$ cat config.mk
export PLATFORM = sky130hd
export DESIGN_NAME = rv_alu
export DESIGN_NICKNAME = d
export VERILOG_FILES = /design/src/hdl/rv_core_pkg.sv /design/src/hdl/rv_alu.sv
export SDC_FILE = /design/constraint.sdc
export NUM_CORES = 1
export LEC_CHECK = 0
export BUFFER_PORTS_ARGS = -buffer_cell sky130_fd_sc_hd__buf_2
export CELL_PAD_IN_SITES_DETAIL_PLACEMENT = 1
export CELL_PAD_IN_SITES_GLOBAL_PLACEMENT = 1
export CORE_MARGIN = 4
export CORE_UTILIZATION = 35
export CTS_CLUSTER_SIZE = 25
export DETAILED_ROUTE_END_ITERATION = 12
export PLACE_DENSITY = 0.78
export SLEW_MARGIN = 20
export SYNTH_ARGS = -nofsm -noshare
export SYNTH_HDL_FRONTEND = slang
export SYNTH_SLANG_ARGS = --single-unit
export TNS_END_PERCENT = 10
$ cat constraint.sdc
create_clock -name clk_i -period 3.4 [get_ports clk_i]
set_input_delay 0.17 -clock clk_i [delete_from_list [all_inputs] [get_ports clk_i]]
set_output_delay 0.17 -clock clk_i [all_outputs]
set_load 0.02 [all_outputs]
$ cat src/hdl/rv_core_pkg.sv
// Shared widths, reset values and encodings for the multicycle RV32I core; RV32I subset only
package rv_core_pkg;

    localparam int xlen       = 32;                   // Data and address width
    localparam int reg_addr_w = 5;                    // Register index width
    localparam int dmem_words = 256;                  // Data memory depth in words
    localparam int dmem_idx_w = $clog2(dmem_words);   // Word index width into data memory

    localparam logic [xlen-1:0] start_addr = 32'h8000_0000;  // PC after reset
    localparam logic [xlen-1:0] nop_instr  = 32'h0000_0013;  // ADDI x0,x0,0

    // Major opcodes of the supported subset
    typedef enum logic [6:0] {
        op_lui    = 7'b0110111,
        op_imm    = 7'b0010011,
        op_reg    = 7'b0110011,
        op_load   = 7'b0000011,
        op_store  = 7'b0100011,
        op_branch = 7'b1100011,
        op_jal    = 7'b1101111
    } opcode_e;

    typedef enum logic [3:0] {
        alu_add,
        alu_sub,
        alu_and,
        alu_or,
        alu_xor,
        alu_slt,
        alu_sltu,
        alu_sll,
        alu_srl,
        alu_sra,
        alu_pass_b                                    // Used by LUI
    } alu_op_e;

    // One state per clock, st_mem only for loads and stores
    typedef enum logic [2:0] {
        st_fetch,
        st_decode,
        st_exec,
        st_mem,
        st_wb
    } state_e;

endpackage

$ cat src/hdl/rv_alu.sv
// ALU with registered result; cond_o is combinational and assumes a branch funct3
`timescale 1ns/10ps

module rv_alu (
    input  logic                         clk_i,
    input  logic                         rstn_i,
    input  logic                         alu_load_i,
    input  rv_core_pkg::alu_op_e         op_i,
    input  logic [rv_core_pkg::xlen-1:0] a_i,
    input  logic [rv_core_pkg::xlen-1:0] b_i,
    input  logic [2:0]                   funct3_i,   // Branch type, bit 0 inverts
    output logic [rv_core_pkg::xlen-1:0] result_o,
    output logic                         cond_o
);

    logic [rv_core_pkg::xlen-1:0] result;
    logic lt, eq;

    assign lt = $signed(a_i) < $signed(b_i);
    assign eq = (a_i == b_i);

    always_comb begin
        case (op_i)
            rv_core_pkg::alu_add:    result = a_i + b_i;
            rv_core_pkg::alu_sub:    result = a_i - b_i;
            rv_core_pkg::alu_and:    result = a_i & b_i;
            rv_core_pkg::alu_or:     result = a_i | b_i;
            rv_core_pkg::alu_xor:    result = a_i ^ b_i;
            rv_core_pkg::alu_slt:    result = {31'b0, lt};
            rv_core_pkg::alu_sltu:   result = {31'b0, a_i < b_i};
            rv_core_pkg::alu_sll:    result = a_i << b_i[4:0];
            rv_core_pkg::alu_srl:    result = a_i >> b_i[4:0];
            rv_core_pkg::alu_sra:    result = $unsigned($signed(a_i) >>> b_i[4:0]);
            default:                 result = b_i;                     // pass_b
        endcase
    end

    always_ff @(posedge clk_i or negedge rstn_i) begin
        if (!rstn_i) begin
            result_o <= '0;
        end else if (alu_load_i) begin
            result_o <= result;
        end
    end

    // BEQ/BNE compare equal, BLT/BGE compare signed less than
    assign cond_o = (funct3_i[2] ? lt : eq) ^ funct3_i[0];

endmodule

==> results.toml <==
[finish]
largest_reg_flops = 32
fill_cells = 3520
multiInputGateArea_um2 = 8430
layout.nets = 1714
drive_above_1_share_pct = 23.2
reg_top3 = "result_o: 32 flops"
diodes = 0
top_register = "result_o"
design_area_um2 = 12000
regArea_um2 = 801
area_delta_synth_final_pct = 19.1

[timing]
fmax_mhz = 306
rsz0062_at_grt = "false"
holdWs_ns = -0.000423
drv_slew = 0
finalSetupViolCount = 0
tightest_slew_ns = 0.945
fin_tns_setup_ns = 0
hold_violations = 1
period_minus_slack_ns = 3.27
min_period_over_period_pct = 96.2
fin_skew_ns = 0
slew-limit-headroom_pct = 37.0

[floorplan]
coreArea_um2 = 28200
die_w_um = 178
io-pin-count = 107
row_count = 61
fp.dieH_um = 178
die_area_um2 = 31700
initial_utilization_pct = 35.9

[routing]
routed_wl_mm = 52.2
first_iter_violations = 1549
drc = 0
firstDrtPassIters = 5
num_vias = 12700
wl_per_cell_um = 27.2
viasPerCell = 6.60
drtAntennaViolNets = 0

[yosys]
yosys.area.top_type = "ha_1"
synthDominantCellAreaShare_pct = 12.0
synth_flop_cell = "dfrtp_1"
syn_nets = 1551
synth_cell_type_count = 85
yosysSeqAreaShare_pct = 7.91
yosys.cell_count.top_type = "nor2_1"
synth_edf_count = 0
syn_inst = 1378
synth_commonest_cells = "nor2_1 (141), o21ai_0 (132), a21oi_1 (119), inv_1 (104), nand2_1 (100)"
yosysWarnings = 0
netlist_area_um2 = 10100
synth_area_per_cell_um2 = 7.34
synthTopCellsByArea = "ha_1 (12%), dfrtp_1 (7.9%), mux4_2 (7.6%)"
async_flop_share_pct = 100
synth_seq_cells = 32

[critical_path]
crit_top_cell = "buf_4"
r2r_start = "result_o[23]"
critical_path.max_stage_delay_ns = 0.43
startpoint_type = "input pin"
reg2reg_depth = 5
crit_chain = "buf_2 > inv_2 > ha_4 > inv_1 > fa_2 > nor2b_4 > o21ai_4 > a31oi_4 > nor4_2 > buf_4 > o41ai_2 > a221o_1 > a21oi_2 > a21oi_1 > buf_4 > xnor2_2 > buf_4"
cp.required_ns = 3.23
crit_type = "input pin to primary output"
reg2reg_to = "result_o[23]"
cp_slowest_cell = "a221o_1"
endpoint_kind = "primary output"
worst-r2r-setup-slack_ns = 2.10
arrival_ns = 3.10
crit_path_max_fanout = 2

[hold_path]
hp-class = "input pin to async pin"

[place]
globalplace.congestion = 1.05
portBuffers = 105
placed_area_um2 = 11800
hpwlAfterDp_mm = 41.0

[power_and_ir_drop]
irDropWorstVdd_mv = 0.183
finalPower_mw = 3.12
power_density_nw_per_um2 = 259
leakage_nw = 5.31

[global_route]
first_global_vias = 12600
gr-total-overflow = 0
grt_antenna_before_repair = 1
grt_first_pass_wirelength_mm = 78.1
grt_max_degree = 69
grt_use_total_pct = 32.2

[clocking]
clk_pin_slew_ns = 0.07
clk_path_buf_depth = 2
h-tree-depth = 2
clock_sinks = 32
clk_latency_ns = 0.30
cts_buffers = 5
cts_root_buffer = "clkbuf_16"
cts_tree = "built"

[job]
cap_violations = 0

[outcome]
violations = "hold timing"
status = "complete, but fails checks"
## worst max-delay path, delay by kind of cell
kind	cells	cell delay, ns
AO/OA/AOI/OAI	6	1.09
XOR/XNOR	1	0.15
adder cells (fa/ha/maj)	2	0.52
buffers and inverters	6	0.72
AND/OR/NAND/NOR	2	0.43
## repair_timing
action                                  CTS  global route
pin swaps                                 1             7
hold buffers                              0             0
setup buffers                             0             3
hold endpoints to repair                  0             0
gates cloned                              0             0
endpoints found under the setup margin    1             1
gates resized for setup                   2            10
## power by group
part,total [mW],switching (mW),internal [mW],leakage (nW)
sequential,0.476,0.0358,0.440,0.375
combinational,2.05,1.28,0.769,4.84
clock,0.597,0.210,0.387,0.0901
total,3.12,1.53,1.60,5.31
## cell families (layout without fill, tap and decap cells)
kind of cell / after synthesis / count (layout) / synth area share [%]
AOI/OAI and AO/OA: 511 / 511 / 33.2
and+or+nand+nor: 390 / 390 / 17.7
adders and majority gates: 99 / 99 / 12.4
xor gates and xnor gates: 18 / 18 / 1.56
DFF: 32 / 32 / 7.91
muxes: 111 / 111 / 17.6
buffers and inverters: 217 / 381 / 9.65
## how the worst max path moves through the flow
stage,from,end,slack (ns)
after floorplan,b_i[3],result_o[27],0.01
after global placement,a_i[0],cond_o,0.002
after detailed placement,a_i[0],cond_o,-0.08
after CTS,a_i[0],cond_o,0.02
after global routing,b_i[0],result_o[7],0.0006
final,a_i[0],cond_o,0.13
## layout by cell type (no fill, tap or decap), types with 39 or more instances in the layout
cell / count
a21oi_1: 118
nor2_1: 141
ha_1: 96
inv_1: 102
nand2_1: 100
nor3_1: 39
o21ai_0: 131
mux2i_1: 48
buf_2: 103
buf_4: 161
## routing by layer
layer / global-route usage (%) / vias to the layer above / routed length [um]
met2: 48.2 / 778 / 22400
met1: 45.5 / 6250 / 21900
met4: 12.9 / 2 / 2330
met3: 6.15 / 155 / 5600
met5: 0 / - / 13
li1: - / 5491 / -
## through the flow
step	std cells	setup slack, ns	util, %
2_1_floorplan	1378	0.0126	-
3_3_place_gp	1909	0.00165	41.8
3_5_place_dp	1909	-0.0820	41.8
4_1_cts	1917	0.0170	42.5
5_1_grt	1920	0.000582	42.8
6_report	1920	0.129	42.8
## layout make-up
class                      instances  area share [%]
timing repair buffer             266            14.6
tap                              378            3.93
clock inverter                     1           0.249
sequential                        32            6.65
clock buffer                       7            1.27
inverter                         107            3.33
multi-input combinational       1129            69.9
Note: power is estimated with default switching activity, not from simulation.
