==> src/hdl/rv_core_pkg.sv <==
// Shared widths, reset values and encodings for the multicycle RV32I core; RV32I subset only
package rv_core_pkg;

    localparam int xlen       = 32;                   // Data and address width
    localparam int reg_addr_w = 5;                    // Register index width
    localparam int dmem_words = 256;                  // Data memory depth in words
    localparam int dmem_idx_w = $clog2(dmem_words);   // Word index width into data memory

    localparam logic [xlen-1:0] start_addr = 32'h8000_0000;  // PC after reset
    localparam logic [xlen-1:0] nop_instr  = 32'h0000_0013;  // ADDI x0,x0,0

    // Major opcodes of the supported subset
    typedef enum logic [6:0] {
        op_lui    = 7'b0110111,
        op_imm    = 7'b0010011,
        op_reg    = 7'b0110011,
        op_load   = 7'b0000011,
        op_store  = 7'b0100011,
        op_branch = 7'b1100011,
        op_jal    = 7'b1101111
    } opcode_e;

    typedef enum logic [3:0] {
        alu_add,
        alu_sub,
        alu_and,
        alu_or,
        alu_xor,
        alu_slt,
        alu_sltu,
        alu_sll,
        alu_srl,
        alu_sra,
        alu_pass_b                                    // Used by LUI
    } alu_op_e;

    // One state per clock, st_mem only for loads and stores
    typedef enum logic [2:0] {
        st_fetch,
        st_decode,
        st_exec,
        st_mem,
        st_wb
    } state_e;

endpackage

==> src/hdl/rv_sequencer.sv <==
// Instruction phase FSM; one state per clock, no stalls and no back-pressure
`timescale 1ns/10ps

module rv_sequencer (
    input  logic clk_i,
    input  logic rstn_i,
    input  logic is_mem_i,      // Load or store, needs st_mem
    input  logic is_store_i,
    input  logic writes_rd_i,   // Nonzero rd is written
    output logic ir_load_o,
    output logic alu_load_o,
    output logic dmem_we_o,
    output logic rf_we_o,
    output logic pc_load_o,
    output logic update_o
);

    rv_core_pkg::state_e state, state_next;

    always_ff @(posedge clk_i or negedge rstn_i) begin
        if (!rstn_i) begin
            state <= rv_core_pkg::st_fetch;
        end else begin
            state <= state_next;
        end
    end

    always_comb begin
        case (state)
            rv_core_pkg::st_fetch:  state_next = rv_core_pkg::st_decode;
            rv_core_pkg::st_decode: state_next = rv_core_pkg::st_exec;
            rv_core_pkg::st_exec: begin
                state_next = is_mem_i ? rv_core_pkg::st_mem : rv_core_pkg::st_wb;
            end
            rv_core_pkg::st_mem:    state_next = rv_core_pkg::st_wb;
            default:                state_next = rv_core_pkg::st_fetch;
        endcase
    end

    // Strobes are plain state decodes
    assign ir_load_o  = (state == rv_core_pkg::st_fetch);
    assign alu_load_o = (state == rv_core_pkg::st_exec);
    assign dmem_we_o  = (state == rv_core_pkg::st_mem) && is_store_i;
    assign rf_we_o    = (state == rv_core_pkg::st_wb) && writes_rd_i;
    assign pc_load_o  = (state == rv_core_pkg::st_wb);
    assign update_o   = (state == rv_core_pkg::st_wb);   // Retire pulse, one cycle

endmodule

==> config.mk <==
export PLATFORM = sky130hd
export DESIGN_NAME = rv_sequencer
export DESIGN_NICKNAME = d
export VERILOG_FILES = /design/src/hdl/rv_core_pkg.sv /design/src/hdl/rv_sequencer.sv
export SDC_FILE = /design/constraint.sdc
export NUM_CORES = 1
export LEC_CHECK = 0
export CAP_MARGIN = 20
export CELL_PAD_IN_SITES_DETAIL_PLACEMENT = 1
export CELL_PAD_IN_SITES_GLOBAL_PLACEMENT = 1
export CORE_AREA = 2 2 39 41
export CTS_BUF_LIST = sky130_fd_sc_hd__clkbuf_8 sky130_fd_sc_hd__clkbuf_16
export DETAILED_ROUTE_END_ITERATION = 8
export DIE_AREA = 0 0 41 43
export DONT_BUFFER_PORTS = 1
export PLACE_DENSITY = 0.38
export SLEW_MARGIN = 20
export SYNTH_ARGS = -nofsm -noshare
export SYNTH_HDL_FRONTEND = slang
export SYNTH_SLANG_ARGS = --single-unit
==> constraint.sdc <==
create_clock -name clk_i -period 1.25 [get_ports clk_i]
set_input_delay 0.125 -clock clk_i [delete_from_list [all_inputs] [get_ports clk_i]]
set_output_delay 0.125 -clock clk_i [all_outputs]
set_load 0.01 [all_outputs]
==> run_results.csv <==
group,metric,value,unit
cts,clockRootBuffer,"clkbuf_8",
critical_path,crit_slowest_cell,"dfrtp_2",
synth,yosys-top-cells-area,"dfrtp_1 (46%), nand2b_1 (7.7%), nor3b_2 (7.7%)",
global_routing,grt_pass1_wl,621,um
placement,io_buffers,0,
power,leakagePower,0.107,nW
critical_path,worst-path-max-fanout,8,
synth,synthAdderAreaFrac,0,%
critical_path,startpoint,"state[0]",
timing,rsz0062_at_grt,"no",
route,drt_iter0_markers,2,
critical_path,critPathCapture,"rf_we_o",
synth,synth_xor_area_share,0,%
synth,yosys.cell_types.count,12,
hold_path,min_path_cells,1,
cts,htreeDepth,1,
floorplanning,start_util,11.8,%
synth,syn-cell-area,163,um^2
critical_path,startpoint_type,"flop",
route,wire_per_inst,9.95,um
cells_and_area,final_util,17.3,%
global_routing,track_usage,6.43,%
synth,ys.flop_type,"dfrtp_1",
cts,cts_tree,"yes",
power,pwr-share-clk,40.7,%
floorplanning,fp.dieH,43,um
critical_path,r2r_slack,400,ps
synth,post-synth-top-area-cell,"dfrtp_1",
power,comb_power_share,25.9,%
synth,synthMuxAreaShare,0,%
critical_path,crit_path_end_kind,"output pin",
synth,synth_edf_count,0,
synth,synth_top_family_by_area,"simple AND/OR/NAND/NOR gates",
cells_and_area,area.growth.synth_to_final,46.9,%
global_routing,antenna_found_initial,0,
power,sw_frac_of_total,35.5,%
power,seqPwrFrac,33.4,%
synth,synth_compound_area_share,10.8,%
timing,maxSlewViolCount,0,
floorplanning,io_pins,11,
hold_path,hold_path_class,"in -> reg",
global_routing,grt_max_degree,9,
cts,post-cts-setup-buffer-count,0,
timing,fin_setup_tns,0,ps
power,powerDensity,2800,nW/um^2
synth,synthSimpleGateAreaFrac,33.8,%
timing,hold_viol,0,
cells_and_area,antennaDiodeCount,0,
route,via_per_inst,3.69,
route,ant_nets,0,
power,vdd_drop_max,0.000543,V
placement,place_congestion,0.569,
global_routing,gr-total-overflow,0,
cts,clk_latency,210,ps
run,max_cap_violations,0,
critical_path,cp_cell_sequence,"nor3b_2 -> and2_1",
synth,netlist_top_cells_count,"dfrtp_1 (3), a21oi_1 (2), inv_1 (2), nand2b_1 (2), nor2_1 (2)",
timing,setup_viol,0,
synth,ys.warnings.count,0,
cells_and_area,reg_top3,"state x3",
critical_path,cp_num_buf_inv,0,
power,p_switching,0.238,mW
synth,synth_top_area_share,46.2,%
critical_path,cp.required,1120,ps
cells_and_area,top_register,"state",
critical_path,r2r_start,"state[0]",
critical_path,crit_type,"reg -> out",
timing,finalCritPeriodShare,95.5,%
route,dr.pass1.iters,4,
synth,yosys.cell_count.top_type,"dfrtp_1",
cells_and_area,drive_gt1_share,26.1,%
cells_and_area,largest_reg_flops,3,
synth,synthArstFlopShare,100,%
floorplanning,die_w,41,um
timing,max_slew_margin,74.6,%
cts,cts_buffer_depth,2,
route,via_count,144,
critical_path,cp_num_cells,2,
timing,min_period,1190,ps
route,routed_wl,388,um
placement,place_hpwl,267,um
synth,syn_inst,18,
floorplanning,dieArea,1760,um^2
power,intPower,0.432,mW
timing,worstMarginPinSlew,378,ps
cts,cts_buffers,3,
synth,ys_seq_elements,3,
critical_path,cp_top_family,"flip-flops",
critical_path,r2r_end,"state[1]",
global_routing,grt_pass1_vias,150,
route,drcViolationCount,0,
critical_path,cp_slowest_stage_delay,450,ps
cts,clock-sinks,3,
synth,avgSynthCellArea,9.04,um^2
synth,syn_nets,23,
timing,finClkSkew,2.13,ps
cts,path_clk_slew,30,ps
floorplanning,design.core.area,1380,um^2
run_status,status,"finished, final reports clean",
timing,clock.fmax,838,MHz
synth,seq_area_frac_synth,46.2,%
cells_and_area,final_net_count,29,
critical_path,arrival,1070,ps
critical_path,rr_worst_depth,2,
floorplanning,std_cell_rows,14,
[how the worst min path moves through the flow]
stage,from,to
floorplan,rstn_i,state[0]
global placement,rstn_i,state[1]
detailed placement,rstn_i,state[0]
CTS,is_mem_i,state[2]
global route,is_mem_i,state[2]
finish,is_mem_i,state[2]
[placed cells by master (no fill, tap or decap)]
master	instances
a211oi_1	1
a21oi_1	2
and2_1	1
buf_4	1
clkbuf_8	3
dfrtp_1	2
dfrtp_2	1
dlygate4sd3_1	1
inv_1	3
nand2_1	1
nand2b_1	2
nand3b_1	1
nor2_1	2
nor3_1	1
nor3b_2	1
[layout make-up]
class	count	area, um^2
sequential	3	76.3
timing repair buffer	2	17.5
clock buffer	3	41.3
tap	16	20.0
fill	166	1140
inverter	2	7.51
clock inverter	1	3.75
multi-input combinational	12	72.6
[kinds of logic (layout without fill, tap and decap cells)]
kind of cell	count (synthesis)	in the layout
and+or+nand+nor	9	9
AOI/OAI and AO/OA	3	3
buffers and inverters	3	8
DFF	3	3
[routing by layer]
layer	wire, um	track usage [%]	vias to the layer above
met3	49	4.71	0
met4	0	12.0	0
met1	158	5.79	69
met2	181	5.94	8
li1	-	-	67
met5	0	0	-
[power groups by stage]
stage / clock (mW) / combinational (mW) / sequential [mW]
after floorplan: 0 / 0.152 / 0.197
after global placement: 0 / 0.171 / 0.222
after detailed placement: 0 / 0.172 / 0.220
after CTS: 0.279 / 0.177 / 0.219
after global routing: 0.295 / 0.190 / 0.235
final: 0.272 / 0.173 / 0.224
[metrics by stage]
stage	power (mW)	cell area (um^2)	hold slack [ps]	worst slack [ps]	std cells
final	0.669	239	8.05	56.5	39
after global placement	0.393	183	-170	258	34
after floorplan	0.350	163	-171	178	18
after global routing	0.721	239	6.11	6.64	39
after CTS	0.675	238	3.55	16.2	39
after detailed placement	0.392	183	-170	247	34
[what timing repair did]
| item | in CTS | in global routing |
|---|---|---|
| endpoints found under the setup margin | 0 | 2 |
| resized for setup | 0 | 1 |
| hold endpoints to repair | 3 | 0 |
| hold buffers | 1 | 0 |
(Power assumes the default switching activity.)
