==> config.mk <==
export PLATFORM = sky130hd
export DESIGN_NAME = rv_regfile
export DESIGN_NICKNAME = d
export VERILOG_FILES = /design/src/hdl/rv_core_pkg.sv /design/src/hdl/rv_regfile.sv
export SDC_FILE = /design/constraint.sdc
export NUM_CORES = 2
export LEC_CHECK = 0
export BUFFER_PORTS_ARGS = -buffer_cell sky130_fd_sc_hd__buf_4
export CORE_UTILIZATION = 35
export DETAILED_ROUTE_END_ITERATION = 6
export PLACE_DENSITY = 0.57
export REMOVE_ABC_BUFFERS = 1
export SYNTH_ARGS = -nofsm -noshare
export SYNTH_HDL_FRONTEND = slang
export SYNTH_SLANG_ARGS = --single-unit
==> constraint.sdc <==
create_clock -name clk_i -period 2.25 [get_ports clk_i]
set_clock_uncertainty 0.05 [all_clocks]
set_input_delay 0.45 -clock clk_i [delete_from_list [all_inputs] [get_ports clk_i]]
set_output_delay 0.45 -clock clk_i [all_outputs]
set_load 0.02 [all_outputs]
==> src/hdl/rv_core_pkg.sv <==
// Shared widths, reset values and encodings for the multicycle RV32I core; RV32I subset only
package rv_core_pkg;

    localparam int xlen       = 32;                   // Data and address width
    localparam int reg_addr_w = 5;                    // Register index width
    localparam int dmem_words = 256;                  // Data memory depth in words
    localparam int dmem_idx_w = $clog2(dmem_words);   // Word index width into data memory

    localparam logic [xlen-1:0] start_addr = 32'h8000_0000;  // PC after reset
    localparam logic [xlen-1:0] nop_instr  = 32'h0000_0013;  // ADDI x0,x0,0

    // Major opcodes of the supported subset
    typedef enum logic [6:0] {
        op_lui    = 7'b0110111,
        op_imm    = 7'b0010011,
        op_reg    = 7'b0110011,
        op_load   = 7'b0000011,
        op_store  = 7'b0100011,
        op_branch = 7'b1100011,
        op_jal    = 7'b1101111
    } opcode_e;

    typedef enum logic [3:0] {
        alu_add,
        alu_sub,
        alu_and,
        alu_or,
        alu_xor,
        alu_slt,
        alu_sltu,
        alu_sll,
        alu_srl,
        alu_sra,
        alu_pass_b                                    // Used by LUI
    } alu_op_e;

    // One state per clock, st_mem only for loads and stores
    typedef enum logic [2:0] {
        st_fetch,
        st_decode,
        st_exec,
        st_mem,
        st_wb
    } state_e;

endpackage

==> src/hdl/rv_regfile.sv <==
// 32 x 32-bit register file, reads are combinational and x0 always reads zero
`timescale 1ns/10ps

module rv_regfile (
    input  logic                               clk_i,
    input  logic                               rstn_i,
    input  logic [rv_core_pkg::reg_addr_w-1:0] rs1_i,
    input  logic [rv_core_pkg::reg_addr_w-1:0] rs2_i,
    input  logic [rv_core_pkg::reg_addr_w-1:0] rd_i,
    input  logic                               we_i,
    input  logic [rv_core_pkg::xlen-1:0]       rd_data_i,
    output logic [rv_core_pkg::xlen-1:0]       rs1_data_o,
    output logic [rv_core_pkg::xlen-1:0]       rs2_data_o
);

    logic [rv_core_pkg::xlen-1:0] regs [1:31];   // No storage behind x0

    always_ff @(posedge clk_i or negedge rstn_i) begin
        if (!rstn_i) begin
            for (int i = 1; i < 32; i++) begin
                regs[i] <= '0;
            end
        end else if (we_i && rd_i != '0) begin
            regs[rd_i] <= rd_data_i;
        end
    end

    assign rs1_data_o = (rs1_i == '0) ? '0 : regs[rs1_i];
    assign rs2_data_o = (rs2_i == '0) ? '0 : regs[rs2_i];

endmodule

==> qor.txt <==
SYNTHESIS
------------------------------------------------------------------------------------
Number of distinct library cells after synthesis                                  46
Synthesized area per cell                                                14.81 sq um
Leading post-synthesis cells by cell area                               dfrtp_1, mux2_2, mux4_2
Top-area cell type share of the netlist area                                  46.41%
Post-synthesis register bit count                                                992
Number of flops mapped to enable cells by yosys                                    0
Proportion of synthesized chip area in sequential cells                       46.41%
Post-Synthesis Cells                                                            3612
Proportion of synthesized flip-flops having asynchronous set or reset         100.0%
Top cell type by total area after synthesis                                  dfrtp_1
Predominant post-synthesis flop cell                                         dfrtp_1
Summed instance area of the synthesized netlist                          53490 sq um
Ys Warns                                                                           0

FINISH
------------------------------------------------------------------------------------
Fraction of final layout cells with drive strength greater than 1             58.43%
Registers with the most flip-flops                                        regs (992)
Multi-input gate area in the final layout                                27560 sq um
Final core utilization                                                        43.10%
Sequential cell area                                                     24820 sq um
Leading cell types in the layout, fill and taps excluded                mux2_2, dfrtp_1, mux4_2
Flip-flop count of the largest register after layout                             992
Top reg by flops                                                                regs
Fill cell count                                                                13640
Most common cell after layout, fill and taps aside                            mux2_2
Nets                                                                            3962
Area added between synthesis and finish                                       22.39%

GLOBAL ROUTE
------------------------------------------------------------------------------------
Met1 layer usage reported by global route                                     33.46%
GR Overflow Total                                                                  0
Routing layer with the top usage in global route                                met2
Number of antenna violations at the first check in global routing                 11
Met3 demand-to-capacity share in global routing                               3.914%
Pin count of the biggest net entering global routing                             100
Global-route usage over all layers                                            23.39%
Via count of the first global-routing pass                                     36180
First-pass GRT wire length                                                  263.7 mm
Met2 layer usage reported by global route                                     36.61%

PLACE
------------------------------------------------------------------------------------
Final RePlAce weighted congestion                                             0.8212
Detail Placement HPWL                                                       115.3 mm
Count of input and output buffers                                                113

CRITICAL PATH
------------------------------------------------------------------------------------
Type of element capturing the critical path                               output pin
Worst-path cell with the longest stage delay                                  mux4_2
Critical path peak fanout                                                          3
Arrival @ worst endpoint                                                     2.46 ns
Largest stage delay on the critical path                                     0.53 ns
Kind of start point of the critical path                                    register
Worst setup startpoint                                                     regs[167]
Launch instance of the worst register-to-register path                     regs[316]
Flop-to-flop setup slack                                                     1.20 ns
Crit path cell chain                                                    mux4_2 > mux2i_1 > o22a_1 > o211ai_1 > buf_4
Required time at the endpoint of the critical path                           1.75 ns
Category of the critical setup timing path                                reg -> out
Reg2Reg Depth                                                                      3
Reg-to-Reg End                                                             regs[316]

CTS
------------------------------------------------------------------------------------
Clock insertion delay at the later pin of the skew report                    0.74 ns
Total CTS buffers                                                                113
Clk slew on worst S/H paths                                                  0.07 ns
Maximum level of the CTS H-tree                                                    3
Buffers from clock root to sink, at most                                           3
CTS Root Cell                                                              clkbuf_16
Clock sink total                                                                 992
CTS tree                                                                        done

POWER AND IR DROP
------------------------------------------------------------------------------------
Final total power                                                           56350 uW
Leakage                                                                   0.02856 uW
Largest voltage drop on the vdd net                                        0.5826 mV
Power Density                                                           860.8 nW/um^2

FLOORPLANNING
------------------------------------------------------------------------------------
Die boundary height                                                     392.9 microns
Effective utilization at floorplan                                            35.21%
Standard-cell row count                                                          143
Total Die Area                                                          154400 sq um
Core area                                                               151900 sq um
I/O pin total                                                                    114
Die X-Extent                                                            392.9 microns

STA
------------------------------------------------------------------------------------
Endpoints failing setup                                                           64
Unrepaired setup endpoints after global routing                                  yes
Timing-limited maximum frequency                                           338.1 MHz
Worst slew margin relative to its limit                                       42.90%
Hold Vio Cnt, Final                                                                0
Slew at the pin closest to its max-slew limit                              0.8556 ns
Count of pins over their slew limit                                                0
Final worst setup slack                                                   -0.7073 ns
Final worst path period share                                                 131.4%
Minimum clock period                                                        2.957 ns

WORST HOLD PATH
------------------------------------------------------------------------------------
Path class of the lowest-slack min-delay path                              in -> reg
Hold Crit Start                                                         rd_data_i[14]
Number of cells traversed by the worst hold path                                   2
End point of the worst hold path                                           regs[974]

DRT
------------------------------------------------------------------------------------
Detail-routed net length per standard cell                              29.75 microns
ANT nets after route                                                               0
Count of unresolved DRC violations after routing                                   0
Avg Vias per Cell                                                              5.851
Detailed Routing Iterations Pass 1                                                 7
Starting DRT DRC Count                                                          2766
Routed via count                                                               35330
Overall routed net length                                                   179.6 mm

RUN STATUS
------------------------------------------------------------------------------------
Result of the run                                                       complete, but fails checks
Failing checks                                                          setup timing

RUN
------------------------------------------------------------------------------------
Maxcap violations                                                                  0

layer usage:
metal / vias to the layer above / part of all wire [%]
met4: 6 / 2.7
met5: - / 0.024
met1: 19260 / 45
met3: 272 / 5.8
met2: 1143 / 47
li1: 14650 / -
cell usage after synthesis, drive strengths merged (16+ instances only):
cell type	n
dfrtp	992
nor3	33
o211ai	32
a221o	17
o22a	16
a221oi	43
mux4	377
nor2b	44
mux2	1069
nand2	21
nand3	16
buf	230
a22oi	102
o22ai	18
mux2i	267
clkbuf	162
and3	29
o31a	28
nor2	34
logic make-up after synthesis:
family                 Yosys count  synth area share [%]
AOI/OAI and AO/OA              303                 4.510
and+or+nand+nor                203                 2.051
muxes                         1713                 43.37
buffers and inverters          401                 3.658
DFF                            992                 46.41
critical path: cells and delay by family, from the launching register on:
family	cells	cell delay (ns)
AO/OA/AOI/OAI	2	0.38
flip-flops	1	0.39
multiplexers	2	0.69
buffers and inverters	1	0.26
stage by stage:
stage	hold slack (ns)	cell area (sq um)	setup slack, ns	instances	setup TNS [ns]
finish	0.1458	65470	-0.7073	6038	-35.50
global route	0.1344	65470	-0.8128	6037	-41.26
CTS	0.08904	64970	-0.7405	6003	-39.65
detailed placement	0.3223	60160	-0.8136	5768	-37.83
global placement	0.3305	60160	-0.8036	5768	-38.04
floorplan	0.1044	51570	-1.554	3220	-248.51
power breakdown:
part           leakage (uW)  internal (uW)  switching, uW  total [uW]
logic                0.0139           7640           5050       12700
registers            0.0127          21400           2620       24000
clock network       0.00196          11600           8050       19700
total                0.0286          40600          15700       56400
final cells by class:
cell class | count | share of cell area (%)
repair buffers | 577 | 9.995
clock inverters | 57 | 1.131
well taps | 2030 | 3.880
inverters | 9 | 0.05160
clock buffers | 149 | 4.908
multi-input cells | 2219 | 42.10
flip-flops and latches | 992 | 37.92
diodes | 5 | 0.01911
how the worst max path moves through the flow:
stage / slack [ns] / depth (start not counted) / endpoint
floorplan: -1.55 / 4 / rs2_data_o[2]
global placement: -0.80 / 9 / rs2_data_o[31]
detailed placement: -0.81 / 9 / rs2_data_o[31]
CTS: -0.74 / 5 / rs1_data_o[28]
global route: -0.81 / 5 / rs1_data_o[2]
finish: -0.71 / 5 / rs1_data_o[7]
repair_timing:
action / 4_1_cts / 5_1_grt
hold buffers: 1 / 0
setup buffers: 34 / 31
cloned: 2 / 0
pin swaps: 44 / 19
resized for setup: 131 / 54
endpoints found under the setup margin: 64 / 64
endpoints found under the hold margin: 420 / 0
No activity file was read; power rests on OpenSTA's default activity.
