<file path="config.mk">
export PLATFORM = sky130hd
export DESIGN_NAME = rv_decoder
export DESIGN_NICKNAME = d
export VERILOG_FILES = /design/src/hdl/rv_core_pkg.sv /design/src/hdl/rv_decoder.sv
export SDC_FILE = /design/constraint.sdc
export NUM_CORES = 1
export LEC_CHECK = 0
export ABC_AREA = 1
export ABC_CLOCK_PERIOD_IN_PS = 3100
export BUFFER_PORTS_ARGS = -buffer_cell sky130_fd_sc_hd__buf_2
export CAP_MARGIN = 30
export CORE_MARGIN = 5
export CORE_UTILIZATION = 47
export DETAILED_ROUTE_END_ITERATION = 8
export GPL_TIMING_DRIVEN = 0
export HOLD_SLACK_MARGIN = 0.02
export PLACE_DENSITY = 0.95
export SLEW_MARGIN = 10
export SYNTH_ARGS = -nofsm -noshare
export SYNTH_HDL_FRONTEND = slang
export SYNTH_SLANG_ARGS = --single-unit
</file>
<file path="constraint.sdc">
create_clock -name clk_i -period 3.1 [get_ports clk_i]
set_input_delay 0.155 -clock clk_i [delete_from_list [all_inputs] [get_ports clk_i]]
set_output_delay 0.155 -clock clk_i [all_outputs]
set_load 0.02 [all_outputs]
</file>
<file path="src/hdl/rv_core_pkg.sv">
// Shared widths, reset values and encodings for the multicycle RV32I core; RV32I subset only
package rv_core_pkg;

    localparam int xlen       = 32;                   // Data and address width
    localparam int reg_addr_w = 5;                    // Register index width
    localparam int dmem_words = 256;                  // Data memory depth in words
    localparam int dmem_idx_w = $clog2(dmem_words);   // Word index width into data memory

    localparam logic [xlen-1:0] start_addr = 32'h8000_0000;  // PC after reset
    localparam logic [xlen-1:0] nop_instr  = 32'h0000_0013;  // ADDI x0,x0,0

    // Major opcodes of the supported subset
    typedef enum logic [6:0] {
        op_lui    = 7'b0110111,
        op_imm    = 7'b0010011,
        op_reg    = 7'b0110011,
        op_load   = 7'b0000011,
        op_store  = 7'b0100011,
        op_branch = 7'b1100011,
        op_jal    = 7'b1101111
    } opcode_e;

    typedef enum logic [3:0] {
        alu_add,
        alu_sub,
        alu_and,
        alu_or,
        alu_xor,
        alu_slt,
        alu_sltu,
        alu_sll,
        alu_srl,
        alu_sra,
        alu_pass_b                                    // Used by LUI
    } alu_op_e;

    // One state per clock, st_mem only for loads and stores
    typedef enum logic [2:0] {
        st_fetch,
        st_decode,
        st_exec,
        st_mem,
        st_wb
    } state_e;

endpackage

</file>
<file path="src/hdl/rv_decoder.sv">
// Instruction register and decode; opcodes outside the subset retire as a NOP
`timescale 1ns/10ps

module rv_decoder (
    input  logic                               clk_i,
    input  logic                               rstn_i,
    input  logic                               ir_load_i,
    input  logic [rv_core_pkg::xlen-1:0]       instr_i,
    output logic [rv_core_pkg::xlen-1:0]       instr_o,
    output logic [rv_core_pkg::reg_addr_w-1:0] rs1_o,
    output logic [rv_core_pkg::reg_addr_w-1:0] rs2_o,
    output logic [rv_core_pkg::reg_addr_w-1:0] rd_o,
    output logic [rv_core_pkg::xlen-1:0]       imm_o,
    output rv_core_pkg::alu_op_e               alu_op_o,
    output logic                               sel_imm_o,    // ALU B operand is the immediate
    output logic                               is_mem_o,
    output logic                               is_store_o,
    output logic                               is_branch_o,
    output logic                               is_jal_o,
    output logic                               writes_rd_o,
    output logic [1:0]                         wb_sel_o      // {link, from memory}
);

    logic [rv_core_pkg::xlen-1:0] ir;
    logic [2:0] funct3;
    logic writes;
    rv_core_pkg::opcode_e opcode;
    rv_core_pkg::alu_op_e arith_op;

    always_ff @(posedge clk_i or negedge rstn_i) begin
        if (!rstn_i) begin
            ir <= rv_core_pkg::nop_instr;
        end else if (ir_load_i) begin
            ir <= instr_i;
        end
    end

    assign instr_o = ir;
    assign opcode  = rv_core_pkg::opcode_e'(ir[6:0]);
    assign funct3  = ir[14:12];
    assign rs1_o   = ir[19:15];
    assign rs2_o   = ir[24:20];
    assign rd_o    = ir[11:7];

    // Register and immediate arithmetic share funct3, bit 30 picks SUB and SRA
    always_comb begin
        case (funct3)
            3'b000:  arith_op = (opcode == rv_core_pkg::op_reg && ir[30]) ?
                                rv_core_pkg::alu_sub : rv_core_pkg::alu_add;
            3'b001:  arith_op = rv_core_pkg::alu_sll;
            3'b010:  arith_op = rv_core_pkg::alu_slt;
            3'b011:  arith_op = rv_core_pkg::alu_sltu;
            3'b100:  arith_op = rv_core_pkg::alu_xor;
            3'b101:  arith_op = ir[30] ? rv_core_pkg::alu_sra : rv_core_pkg::alu_srl;
            3'b110:  arith_op = rv_core_pkg::alu_or;
            default: arith_op = rv_core_pkg::alu_and;
        endcase
    end

    always_comb begin
        alu_op_o    = rv_core_pkg::alu_add;
        imm_o       = {{20{ir[31]}}, ir[31:20]};                        // I type
        sel_imm_o   = 1'b0;
        is_mem_o    = 1'b0;
        is_store_o  = 1'b0;
        is_branch_o = 1'b0;
        is_jal_o    = 1'b0;
        writes      = 1'b0;
        wb_sel_o    = 2'b00;
        case (opcode)
            rv_core_pkg::op_lui: begin
                imm_o     = {ir[31:12], 12'b0};
                alu_op_o  = rv_core_pkg::alu_pass_b;
                sel_imm_o = 1'b1;
                writes    = 1'b1;
            end
            rv_core_pkg::op_imm: begin
                alu_op_o  = arith_op;
                sel_imm_o = 1'b1;
                writes    = 1'b1;
            end
            rv_core_pkg::op_reg: begin
                alu_op_o = arith_op;
                writes   = 1'b1;
            end
            rv_core_pkg::op_load: begin
                sel_imm_o = 1'b1;                                       // rs1 plus offset
                is_mem_o  = 1'b1;
                writes    = 1'b1;
                wb_sel_o  = 2'b01;
            end
            rv_core_pkg::op_store: begin
                imm_o      = {{20{ir[31]}}, ir[31:25], ir[11:7]};
                sel_imm_o  = 1'b1;
                is_mem_o   = 1'b1;
                is_store_o = 1'b1;
            end
            rv_core_pkg::op_branch: begin
                imm_o       = {{19{ir[31]}}, ir[31], ir[7], ir[30:25], ir[11:8], 1'b0};
                alu_op_o    = funct3[2] ? rv_core_pkg::alu_slt : rv_core_pkg::alu_sub;
                is_branch_o = 1'b1;
            end
            rv_core_pkg::op_jal: begin
                imm_o    = {{11{ir[31]}}, ir[31], ir[19:12], ir[20], ir[30:21], 1'b0};
                is_jal_o = 1'b1;
                writes   = 1'b1;
                wb_sel_o = 2'b10;
            end
            default: ;                                                  // Treated as NOP
        endcase
    end

    assign writes_rd_o = writes && (rd_o != '0);

endmodule

</file>
==> impl_metrics.py <==
metrics = {
    "global_routing": {
        "grt_pass1_wl_um": 10940,
        "grt.total_usage_pct": 22.25,
        "antenna_found_initial": 0,
        "grt_pass1_vias": 2386,
        "grt.overflow.total": 0,
        "grt_max_degree": 33,
    },
    "logic_synthesis": {
        "ys_seq_area_share_pct": 37.56,
        "netlist_instances": 297,
        "yosysWarnings": 0,
        "synth-seq-cells": 32,
        "syn_nets": 332,
        "avgSynthCellArea_um2": 7.212,
        "syn-cell-area_mm2": 0.002142,
        "synthDistinctLibCells": 24,
    },
    "cells_and_area": {
        "layout.cells.non_filler": 482,
        "final_common_cell": "buf_2",
        "drive_above_1_share_pct": 42.09,
        "nets": 464,
        "largest_reg_flops": 32,
        "register_area_um2": 804.5,
        "fillers": 378,
        "layout_common_cells": "buf_2, nand2_1, nand3_1, inv_1, dfrtp_1",
        "n_antenna_cell": 0,
        "areaGrowthSynthToFinish_pct": 36.68,
        "multi_input_comb_area_mm2": 0.001011,
    },
    "pwr": {
        "p_leak_nw": 1.747,
        "comb_power_share_pct": 35.8,
        "intPower_w": 0.0008124,
        "p_seq_share_pct": 39.0,
        "vdd_drop_max_mv": 0.2527,
        "pwr-share-clk_pct": 25.2,
        "p_sw_w": 0.0004970,
        "power_density_mw_per_mm2": 447.2,
        "switching_share_pct": 37.96,
    },
    "worst_setup_path": {
        "cp-start-kind": "flop",
        "critPathRequiredTime_ps": 2940,
        "cp_cell_sequence": "nand2_1 > inv_1 > nand4_1 > nor2_1 > nand2_1 > o21ai_0 > buf_2",
        "slowest_delay_ps": 540,
        "cp_common_cell": "nand2_1",
        "cp_slowest_cell": "dfstp_2",
        "worst-setup-path-type": "flop to output pin",
        "cp_max_fo": 8,
        "cp_data_arrival_time_ps": 2090,
        "endpoint_kind": "output pin",
    },
    "place": {
        "hpwlAfterDp_um": 5354,
        "portBuffers": 124,
        "post-place-ws_ps": 1182,
        "gp_congestion": 0.8551,
        "dp.cells": 473,
    },
    "clocking": {
        "h-tree-depth": 2,
        "clk_path_buf_depth": 2,
        "cts.sinks": 32,
        "cts_resized": 0,
        "insertion_delay_ps": 280,
        "cts-buffers-inserted": 5,
        "root_buffer": "clkbuf_8",
        "path_clk_slew_ps": 70,
        "cts_tree": "built",
    },
    "detailed_routing": {
        "route.met3.wl_um": 684,
        "vias": 2454,
        "top_layer_used": "met4",
        "routed_wl_um": 6792,
        "wl_met1_um": 2459,
        "via_per_inst": 5.091,
        "wl_met2_um": 3529,
        "post-route-drc-count": 0,
        "initialDrtViolationCount": 151,
        "dr.pass1.iters": 5,
        "wl_per_cell_um": 14.09,
        "antenna_left": 0,
    },
    "die": {
        "coreArea_mm2": 0.004384,
        "die_w_um": 77.51,
        "dieArea_mm2": 0.006008,
        "start_util_pct": 48.86,
        "rows": 24,
        "die_y_um": 77.51,
        "num_io_pins": 126,
    },
    "timing": {
        "min_period_ps": 2244,
        "rsz0062_at_grt": "false",
        "fin_ws_ps": 856.3,
        "period_share_pct": 72.38,
        "fmax_ghz": 0.4457,
        "finalSetupTns_ps": 0,
        "tightest_slew_ps": 723.9,
        "setup_viol": 0,
        "hold_viol": 0,
        "maxSlewHeadroom_pct": 51.74,
        "finClkSkew_ps": 0,
        "maxSlewViolCount": 0,
    },
    "job": {
        "cap_violations": 0,
    },
    "hold_path": {
        "hold_class": "primary input to flop",
    },
    "outcome": {
        "status": "complete, no violations",
    },
}
Yosys cell counts:
master | instances | area share, %
nand2_1 | 83 | 15
nand3_1 | 38 | 8.9
inv_1 | 32 | 5.6
dfrtp_1 | 29 | 34
nor2_1 | 27 | 4.7
o21ai_0 | 22 | 5.1
buf_4 | 17 | 6.0
mux2_2 | 14 | 7.4
buf_2 | 6 | 1.4
nand4_1 | 6 | 1.8
clkbuf_1 | 5 | 0.88
dfstp_2 | 3 | 3.7
buf_6 | 2 | 1.1
inv_2 | 2 | 0.35
nand2_4 | 2 | 1.1
a21oi_1 | 1 | 0.23
a31oi_1 | 1 | 0.29
nand2_2 | 1 | 0.29
nand3_4 | 1 | 0.82
nor2_2 | 1 | 0.29
nor3_1 | 1 | 0.23
nor3_2 | 1 | 0.47
nor3_4 | 1 | 0.76
o31ai_1 | 1 | 0.35
critical path, delay by kind of cell, from the launching register on:
kind | cells | cell delay, ps
AND/OR/NAND/NOR | 4 | 890
flip-flops | 1 | 540
buffers and inverters | 2 | 280
AO/OA/AOI/OAI | 1 | 90
cells by family after synthesis:
family                 Yosys count  share of synthesized area [%]
and+or+nand+nor                162                          33.82
buffers and inverters           64                          15.25
AOI/OAI and AO/OA               25                          6.017
DFF                             32                          37.56
muxes                           14                          7.360
power by group through the flow:
stage	Clock, W	Combinational [W]	Sequential, W
2_1_floorplan	0	0.000252	0.000557
3_3_place_gp	0	0.000458	0.000515
3_5_place_dp	0	0.000470	0.000518
4_1_cts	0.000339	0.000472	0.000510
5_1_grt	0.000359	0.000504	0.000519
6_report	0.000329	0.000469	0.000511
final timing paths:
check / endpoint / depth (start not counted) / from / slack, ps
setup / recovery: imm_o[0] / 7 / instr_o[1] / 860
hold / removal: instr_o[6] / 3 / instr_i[6] / 80
setup reg to reg: instr_o[31] / 1 / instr_o[31] / 2190
hold reg to reg: instr_o[19] / 1 / instr_o[19] / 560
max in group asynchronous: instr_o[26] / 2 / rstn_i / 2160
min in group asynchronous: instr_o[8] / 2 / rstn_i / 460
repair_timing:
action	CTS	global route
hold buffers	1	0
buffers inserted	0	0
hold endpoints to repair	29	0
area by class of cell:
cell class / instances / share of cell area, %
plain buffers: 30 / 6.795
well taps: 52 / 2.222
multi-input cells: 201 / 34.53
clock buffers: 8 / 3.077
repair buffers: 125 / 21.54
flip-flops and latches: 32 / 27.48
inverters: 34 / 4.359
routing by layer:
metal / vias up / GRT usage [%]
li1: 1200 / -
met1: 1109 / 25.44
met5: - / 0
met4: 0 / 6.701
met3: 15 / 5.903
met2: 130 / 40.32
per-stage QoR:
stage               power [W]  hold slack, ps  instance area, µm²  utilization, %
global placement    0.0009732           240.8                2828           64.50
detailed placement  0.0009883           250.9                2828           64.50
finish               0.001309           77.21                2928           66.78
floorplan           0.0008092          -140.6                2142               -
global route         0.001382           83.26                2928           66.78
CTS                  0.001321           75.47                2928           66.78
Power figures use the tool's default switching activity.
