[config.mk]
export PLATFORM = sky130hd
export DESIGN_NAME = rv_pc
export DESIGN_NICKNAME = d
export VERILOG_FILES = /design/src/hdl/rv_core_pkg.sv /design/src/hdl/rv_pc.sv
export SDC_FILE = /design/constraint.sdc
export NUM_CORES = 1
export LEC_CHECK = 0
export BUFFER_PORTS_ARGS = -buffer_cell sky130_fd_sc_hd__clkbuf_2
export CORE_MARGIN = 2
export CORE_UTILIZATION = 56
export CTS_BUF_LIST = sky130_fd_sc_hd__clkbuf_8
export DETAILED_ROUTE_END_ITERATION = 12
export PLACE_DENSITY = 0.83
export SLEW_MARGIN = 20
export SYNTH_ARGS = -nofsm -noshare
export SYNTH_HDL_FRONTEND = slang
export SYNTH_SLANG_ARGS = --single-unit
[constraint.sdc]
create_clock -name clk_i -period 3.3 [get_ports clk_i]
set_input_delay 0.165 -clock clk_i [delete_from_list [all_inputs] [get_ports clk_i]]
set_output_delay 0.165 -clock clk_i [all_outputs]
set_load 0.1 [all_outputs]
[src/hdl/rv_core_pkg.sv]
// Shared widths, reset values and encodings for the multicycle RV32I core; RV32I subset only
package rv_core_pkg;

    localparam int xlen       = 32;                   // Data and address width
    localparam int reg_addr_w = 5;                    // Register index width
    localparam int dmem_words = 256;                  // Data memory depth in words
    localparam int dmem_idx_w = $clog2(dmem_words);   // Word index width into data memory

    localparam logic [xlen-1:0] start_addr = 32'h8000_0000;  // PC after reset
    localparam logic [xlen-1:0] nop_instr  = 32'h0000_0013;  // ADDI x0,x0,0

    // Major opcodes of the supported subset
    typedef enum logic [6:0] {
        op_lui    = 7'b0110111,
        op_imm    = 7'b0010011,
        op_reg    = 7'b0110011,
        op_load   = 7'b0000011,
        op_store  = 7'b0100011,
        op_branch = 7'b1100011,
        op_jal    = 7'b1101111
    } opcode_e;

    typedef enum logic [3:0] {
        alu_add,
        alu_sub,
        alu_and,
        alu_or,
        alu_xor,
        alu_slt,
        alu_sltu,
        alu_sll,
        alu_srl,
        alu_sra,
        alu_pass_b                                    // Used by LUI
    } alu_op_e;

    // One state per clock, st_mem only for loads and stores
    typedef enum logic [2:0] {
        st_fetch,
        st_decode,
        st_exec,
        st_mem,
        st_wb
    } state_e;

endpackage

[src/hdl/rv_pc.sv]
// Program counter; branch and JAL targets are PC relative only, no JALR
`timescale 1ns/10ps

module rv_pc (
    input  logic                         clk_i,
    input  logic                         rstn_i,
    input  logic                         pc_load_i,
    input  logic [rv_core_pkg::xlen-1:0] imm_i,        // B or J offset
    input  logic                         is_branch_i,
    input  logic                         is_jal_i,
    input  logic                         cond_i,       // Branch condition from ALU
    output logic [rv_core_pkg::xlen-1:0] pc_o,
    output logic [rv_core_pkg::xlen-1:0] link_o        // Return address for JAL
);

    logic take;

    assign take   = is_jal_i | (is_branch_i & cond_i);
    assign link_o = pc_o + 32'd4;

    always_ff @(posedge clk_i or negedge rstn_i) begin
        if (!rstn_i) begin
            pc_o <= rv_core_pkg::start_addr;
        end else if (pc_load_i) begin
            pc_o <= take ? pc_o + imm_i : link_o;
        end
    end

endmodule

==> results by group, run 1 <==
Outcome
  • Status: finished with violations
  • Failing checks: negative hold slack

Setup path
  • Slowest CP cell: nor4_4
  • R2R cell count: 7
  • CP Data Arrival Time: 2.95 ns
  • Worst Setup SP: pc_o[11]
  • Crit. End Element: output pin
  • Critical R2R Capture: pc_o[26]
  • WP buf/inv: 1
  • Crit path to: link_o[30]
  • CP startpoint kind: register
  • Critical Path Stages: 6
  • Peak fanout along the critical path: 8
  • Worst path max stage delay: 0.56 ns
  • Reg2Reg Launch Point: pc_o[16]
  • Critical path, cell by cell: nand4_1 -> nor4_4 -> nand3_1 -> nor2_1 -> xor2_4 -> clkbuf_2
  • Crit-path leading delay family: simple AND/OR/NAND/NOR gates
  • Worst setup path category: reg2out
  • Reg2Reg Setup Slack: 0.48 ns
  • CP Data Required Time: 3.13 ns

Synth
  • Mapped Cells: 556
  • Synth top cells by count: 67 x nand2_1, 52 x a21oi_1, 37 x nor2_1
  • Fraction of registers with async set/reset: 100%
  • Top cells by area, synth: dfrtp_1 19%, ha_1 9.7%, a21oi_1 6.3%, xnor2_1 6.1%, nand2_1 6.1%
  • Yosys cell types: 68
  • YS warnings: 0
  • Synth Net Count: 627
  • Synth Area per Inst: 7.46 sq um
  • Top-count cell post-synth: nand2_1
  • Yosys top cell by area: dfrtp_1
  • Synth top area share: 18.7%
  • Number of synthesized register bits: 32
  • Mapped Area: 4150 sq um
  • EDFF count, synth: 0
  • Primary FF master, synth: dfrtp_1
  • Seq/Total Area, Yosys: 19.3%

Final layout
  • Number of diodes: 0
  • Max reg flops: 32
  • # nets final: 713
  • Top flop regs: pc_o x32
  • Area growth, synth to finish: 21.9%
  • Share of post-route cells with drive strength above 1: 24.9%
  • Reg with most FFs: pc_o
  • Layout fillers: 644

Route
  • DRT iter0 DRCs: 438
  • Post-DR wirelength/cell: 18.7 um
  • DR pass1 iterations: 5
  • Vias: 4863
  • DR vias/cell: 6.55
  • Total Routed Length: 13.9 mm
  • Drt drc: 0
  • Routed Antenna Nets: 0

Timing
  • Final Skew: 0.0157 ns
  • Max Slew Vio Count: 0
  • Tightest hold margin: -0.0218 ns
  • RSZ-0062 raised after global routing: false
  • Fin crit share: 94.5%
  • Final hold vios: 26
  • Final setup fails: 0
  • Least-Margin Pin Slew: 0.892 ns
  • Fin crit period: 3.12 ns
  • Worst relative slew slack: 40.5%
  • F_max: 321 MHz
  • Worst Setup Slack, final: 0.181 ns
  • Fin Setup TNS: 0 ns

Global routing
  • Largest net degree at the start of global routing: 42
  • Vias in the first global route: 4442
  • All-Layer GR Usage: 33.4%
  • GRT overflow: 0
  • First-pass GRT wire length: 22.2 mm
  • Initial antenna violation count: 0

Clock network
  • # Post-CTS Setup Buffers: 0
  • Worst-Skew Late Latency: 0.30 ns
  • CTS Buf Count: 5
  • Clock-pin slew on the worst setup and hold paths: 0.08 ns
  • H-tree levels: 2
  • Post-CTS Resized: 0
  • Clk buf depth: 2
  • Cts hold-fix bufs: 0
  • Clk sink count: 32
  • CTS tree: built
  • CTS Root Cell: clkbuf_8

Placed design
  • Hpwl dp: 10.4 mm
  • Gp weighted congestion: 0.985
  • Place WS: 0.549 ns
  • Number of port buffers: 101

Floorplan
  • Initial Util: 57.5%
  • Die ar.: 8110 sq um
  • Rows: 31
  • Top-Level Pins: 102
  • Core area: 7210 sq um
  • Die W: 90.1 um
  • Die height: 90.1 um

Job
  • Max Cap Viol: 0

Worst hold path
  • Hold crit path type: in2async
==> cell usage in the layout (no fill, tap or decap), drive strengths merged, types with 7 or more instances in the layout <==
| cell type | instances |
|---|---|
| nand2 | 69 |
| nand4 | 16 |
| clkbuf | 108 |
| a31oi | 12 |
| nand3 | 26 |
| nor2 | 38 |
| nor3 | 26 |
| dfrtp | 31 |
| xnor2 | 29 |
| a21o | 19 |
| a21oi | 54 |
| inv | 13 |
| buf | 9 |
| and3 | 14 |
| o21ai | 33 |
| o211ai | 9 |
| o21a | 7 |
| ha | 32 |
| xor2 | 15 |
| a211oi | 12 |
==> cell families (layout without fill, tap and decap cells) <==
kind of cell             Yosys count  in the layout  synth area share [%]
multiplexers                       5              5                  1.24
adder cells (fa/ha/maj)           33             33                  10.1
AND/OR/NAND/NOR                  209            209                  25.0
buffers and inverters             45            132                  4.37
XOR/XNOR                          44             44                  9.29
flip-flops                        32             32                  19.3
AO/OA/AOI/OAI                    188            188                  30.6
==> worst min-delay path by stage <==
stage / startpoint / to / depth (start not counted) / slack [ns]
global route: rstn_i / pc_o[15] / 1 / 0.04
detailed placement: rstn_i / pc_o[15] / 1 / 0.32
finish: rstn_i / pc_o[13] / 1 / -0.02
floorplan: rstn_i / pc_o[0] / 0 / -0.13
CTS: rstn_i / pc_o[15] / 1 / 0.003
global placement: rstn_i / pc_o[13] / 1 / 0.32
==> layer usage <==
metal	GRT usage (%)	part of all wire (%)	wire length (um)	vias up
met5	0	0	0	-
met4	12.7	3.3	464	0
met3	5.03	10	1390	49
met2	53.3	45	6250	309
met1	45.8	42	5760	2249
li1	-	-	-	2256
==> final cells by class <==
cell class / count / area [sq um] / area share, %
Tap cell: 99 / 124 / 2.45
Multi-Input combinational cell: 479 / 3380 / 66.8
Sequential cell: 32 / 802 / 15.9
Inverter: 14 / 52.6 / 1.04
Clock inverter: 1 / 30.0 / 0.594
Clock buffer: 7 / 96.3 / 1.91
Timing Repair Buffer: 110 / 573 / 11.3
==> stage by stage <==
step | util, % | cell area (sq um) | std cells | hold WS (ns)
CTS | 70.1 | 5060 | 742 | 0.00307
detailed placement | 68.3 | 4930 | 734 | 0.320
global placement | 68.3 | 4930 | 734 | 0.320
finish | 70.1 | 5060 | 742 | -0.0218
global route | 70.1 | 5060 | 742 | 0.0431
floorplan | - | 4360 | 556 | -0.131
Power of run 1 is not shown: default switching activity piles up to over one toggle a cycle in this logic, so the estimate is an artifact.
==> run 2, diff against run 1 <==
MAX_ROUTING_LAYER = met4   (was unset)
REMOVE_ABC_BUFFERS = 1   (was unset)
SKIP_CTS_REPAIR_TIMING = 1   (was unset)
==> run 2 against run 1 <==
The flow still finishes with violations (negative hold slack). Fmax up 5.1%. Flip-flop and latch count unchanged. Via count down 0.35%. Final cell count down 0.27%. Register-to-register slack worse by 0.02 ns. First-iteration DRC count down 11%. Global-route usage up 0.28 points. Largest cell class unchanged.
==> results by group, run 2 (synthesized netlist as in run 1, its figures left out) <==
Outcome
  • Status: finished with violations
  • Failing checks: negative hold slack

Global routing
  • All-Layer GR Usage: 33.7%
  • First-pass GRT wire length: 21.8 mm
  • Initial antenna violation count: 0
  • GRT overflow: 0
  • Vias in the first global route: 4454
  • Largest net degree at the start of global routing: 39

Final layout
  • Top flop regs: pc_o x32
  • Final Instance Count excl. Fillers: 740
  • # nets final: 711
  • Share of post-route cells with drive strength above 1: 21.1%
  • Most frequent cells in the layout: 101 x clkbuf_2, 67 x nand2_1, 51 x a21oi_1
  • Number of diodes: 0
  • Max reg flops: 32
  • Layout Utilization: 66.6%
  • Reg with most FFs: pc_o
  • Area growth, synth to finish: 15.8%
  • Register area: 802 sq um
  • Multi-input gate area: 3170 sq um
  • Commonest non-fill, non-tap cell in the layout: clkbuf_2
  • Layout fillers: 675

Route
  • Drt drc: 0
  • Vias: 4846
  • DR pass1 iterations: 5
  • Routed Antenna Nets: 0
  • Total Routed Length: 13.5 mm
  • DRT iter0 DRCs: 391
  • DR vias/cell: 6.55
  • Post-DR wirelength/cell: 18.3 um

Floorplan
  • Top-Level Pins: 102
  • Die ar.: 8110 sq um
  • Rows: 31
  • Die height: 90.1 um
  • Die W: 90.1 um
  • Initial Util: 57.5%
  • Core area: 7210 sq um

Setup path
  • Reg2Reg Setup Slack: 0.46 ns
  • CP Data Arrival Time: 2.80 ns
  • Worst setup path category: reg2out
  • Critical R2R Capture: pc_o[26]
  • Worst path max stage delay: 0.49 ns
  • CP Data Required Time: 3.13 ns
  • R2R cell count: 7
  • Peak fanout along the critical path: 7
  • Crit. End Element: output pin
  • Crit-path leading delay family: simple AND/OR/NAND/NOR gates
  • Slowest CP cell: nor3_2
  • Worst Setup SP: pc_o[4]
  • Crit path to: link_o[29]
  • Critical Path Stages: 6
  • Critical path, cell by cell: nand3_2 -> nor3_2 -> nand4_1 -> nor2_1 -> xor2_1 -> clkbuf_2
  • Reg2Reg Launch Point: pc_o[15]
  • CP startpoint kind: register
  • WP buf/inv: 1

Clock network
  • Worst-Skew Late Latency: 0.30 ns
  • H-tree levels: 2
  • CTS Buf Count: 5
  • CTS tree: built
  • Clk sink count: 32
  • CTS Root Cell: clkbuf_8
  • Clock-pin slew on the worst setup and hold paths: 0.08 ns
  • Clk buf depth: 2

Placed design
  • Hpwl dp: 10.2 mm
  • DP Cell Count: 732
  • Number of port buffers: 101
  • Gp weighted congestion: 1.03
  • Place WS: 0.561 ns

Timing
  • Worst Setup Slack, final: 0.333 ns
  • RSZ-0062 raised after global routing: false
  • Least-Margin Pin Slew: 0.905 ns
  • Fin crit period: 2.97 ns
  • F_max: 337 MHz
  • Max Slew Vio Count: 0
  • Final setup fails: 0
  • Final hold vios: 31
  • Final Skew: 0.00681 ns
  • Fin crit share: 89.9%
  • Fin Setup TNS: 0 ns
  • Tightest hold margin: -0.0152 ns
  • Worst relative slew slack: 39.7%

Worst hold path
  • Hold crit path type: in2async

Job
  • Max Cap Viol: 0
-- run 2: final cells by class --
| class | count | area share, % |
|---|---|---|
| multi-input combinational | 479 | 65.9 |
| sequential | 32 | 16.7 |
| timing repair buffer | 108 | 11.6 |
| tap | 99 | 2.58 |
| clock buffer | 7 | 2.01 |
| inverter | 14 | 1.09 |
| clock inverter | 1 | 0.0781 |
-- run 2: per-stage QoR --
| stage | hold slack [ns] | area (sq um) |
|---|---|---|
| global placement | 0.326 | 4700 |
| global route | 0.0592 | 4800 |
| CTS | 0.0238 | 4800 |
| finish | -0.0152 | 4800 |
| floorplan | -0.131 | 4020 |
| detailed placement | 0.341 | 4700 |
-- run 2: how the worst min path moves through the flow --
stage | slack (ns) | end | from | cells past startpoint
after floorplan | -0.13 | pc_o[0] | rstn_i | 0
after detailed placement | 0.34 | pc_o[4] | rstn_i | 1
final | -0.02 | pc_o[8] | rstn_i | 1
after global placement | 0.33 | pc_o[2] | rstn_i | 1
after global routing | 0.06 | pc_o[5] | rstn_i | 1
after CTS | 0.02 | pc_o[8] | rstn_i | 1
-- run 2: layer usage --
metal	GRT usage [%]	vias up	wire length, um
met2	50.3	280	6020
met4	15.8	0	530
li1	-	2260	-
met5	-	-	0
met1	45.5	2248	5760
met3	4.36	58	1230
Power of run 2 is left out for the same reason.
==> run 3, diff against run 2 <==
CORE_MARGIN = unset   (was 2)
==> run 3 against run 2 <==
The flow still finishes with violations (negative hold slack). Flip-flop and latch count unchanged. Critical path depth up 1. Setup slack gained 0.038 ns. Hold slack improved by 0.014 ns. Final area increased by 0.55%.
==> results by group, run 3 (synthesized netlist as in run 1, its figures left out) <==
Setup path
  • Peak fanout along the critical path: 10
  • CP Data Arrival Time: 2.76 ns
  • CP startpoint kind: register
  • Crit. End Element: output pin
  • Worst setup path category: reg2out
  • CP Data Required Time: 3.13 ns

Final layout
  • # nets final: 711
  • Max reg flops: 32
  • Share of post-route cells with drive strength above 1: 21.2%
  • Post-route cell area: 4830 sq um
  • Commonest non-fill, non-tap cell in the layout: clkbuf_2
  • Number of diodes: 0
  • Layout Utilization: 67.0%
  • Reg with most FFs: pc_o
  • Most frequent cells in the layout: 101 x clkbuf_2, 67 x nand2_1, 51 x a21oi_1
  • Top flop regs: pc_o x32
  • Area growth, synth to finish: 16.5%

Route
  • DRT iter0 DRCs: 367
  • Routed Antenna Nets: 0
  • DR vias/cell: 6.42
  • Vias: 4754
  • Drt drc: 0
  • Post-DR wirelength/cell: 18.4 um
  • DR pass1 iterations: 6
  • Total Routed Length: 13.6 mm

Placed design
  • Placed cell areas: 4700 sq um
  • Number of port buffers: 101
  • Gp weighted congestion: 1.02
  • Hpwl dp: 10.2 mm

Floorplan
  • Die W: 88.1 um
  • Initial Util: 57.5%
  • Top-Level Pins: 102
  • Core area: 7210 sq um
  • Die height: 88.1 um
  • Die ar.: 7750 sq um
  • Rows: 31

Timing
  • Fin crit period: 2.93 ns
  • Final Skew: 0.00604 ns
  • Fin crit share: 88.8%
  • Max Slew Vio Count: 0
  • Worst relative slew slack: 37.3%
  • Least-Margin Pin Slew: 0.941 ns
  • Final setup fails: 0
  • RSZ-0062 raised after global routing: false
  • Tightest hold margin: -0.000873 ns
  • Final hold vios: 5
  • F_max: 341 MHz

Clock network
  • H-tree levels: 2
  • CTS Root Cell: clkbuf_8
  • CTS tree: built
  • Clk sink count: 32
  • Worst-Skew Late Latency: 0.30 ns
  • CTS Buf Count: 5
  • Clock-pin slew on the worst setup and hold paths: 0.08 ns
  • Clk buf depth: 2

Global routing
  • GRT overflow: 0
  • Largest net degree at the start of global routing: 38
  • Initial antenna violation count: 0
  • Vias in the first global route: 4257
  • First-pass GRT wire length: 21.3 mm
  • All-Layer GR Usage: 36.9%

Worst hold path
  • Hold crit path type: in2async

Outcome
  • Failing checks: negative hold slack
  • Status: finished with violations

Job
  • Max Cap Viol: 0
run 3: cell type report:
cell class	count	area, sq um
Fill cell	689	2380
Sequential cell	32	802
Inverter	14	52.6
Multi-Input combinational cell	479	3170
Clock inverter	1	30.0
Clock buffer	7	96.3
Tap cell	99	124
Timing Repair Buffer	108	558
run 3: worst paths after layout:
path / depth (start not counted) / from / slack [ns] / end
max in group asynchronous: 1 / rstn_i / 2.72 / pc_o[2]
worst max-delay path: 7 / pc_o[10] / 0.37 / link_o[30]
min in group clk_i: 4 / imm_i[0] / 0.20 / pc_o[0]
worst min-delay path: 1 / rstn_i / -0.0009 / pc_o[16]
worst max register to register: 7 / pc_o[15] / 0.49 / pc_o[26]
worst min register to register: 2 / pc_o[0] / 0.58 / pc_o[0]
run 3: worst max-delay path, stage by stage (launching register included):
cell	delay (ns)
dfrtp_1	0.54
nand4_1	0.33
nor4_4	0.35
buf_4	0.22
nand3_1	0.18
nor2_1	0.21
xor2_1	0.16
clkbuf_2	0.47
run 3: routing by layer:
metal  GRT usage, %  up-vias  wire (um)
met4           13.3        0        367
met2           56.1      236       6170
li1               -     2260          -
met1           48.7     2222       5980
met3           6.79       36       1110
met5              -        -          0
run 3: through the flow:
step | setup slack [ns] | setup TNS (ns) | instances | hold WS, ns
floorplan | -0.908 | -12.27 | 525 | -0.131
finish | 0.371 | 0 | 740 | -0.000873
global placement | 0.618 | 0 | 732 | 0.321
detailed placement | 0.535 | 0 | 732 | 0.339
CTS | 0.409 | 0 | 740 | 0.0227
global route | 0.144 | 0 | 740 | 0.0850
Power of run 3 is left out for the same reason.
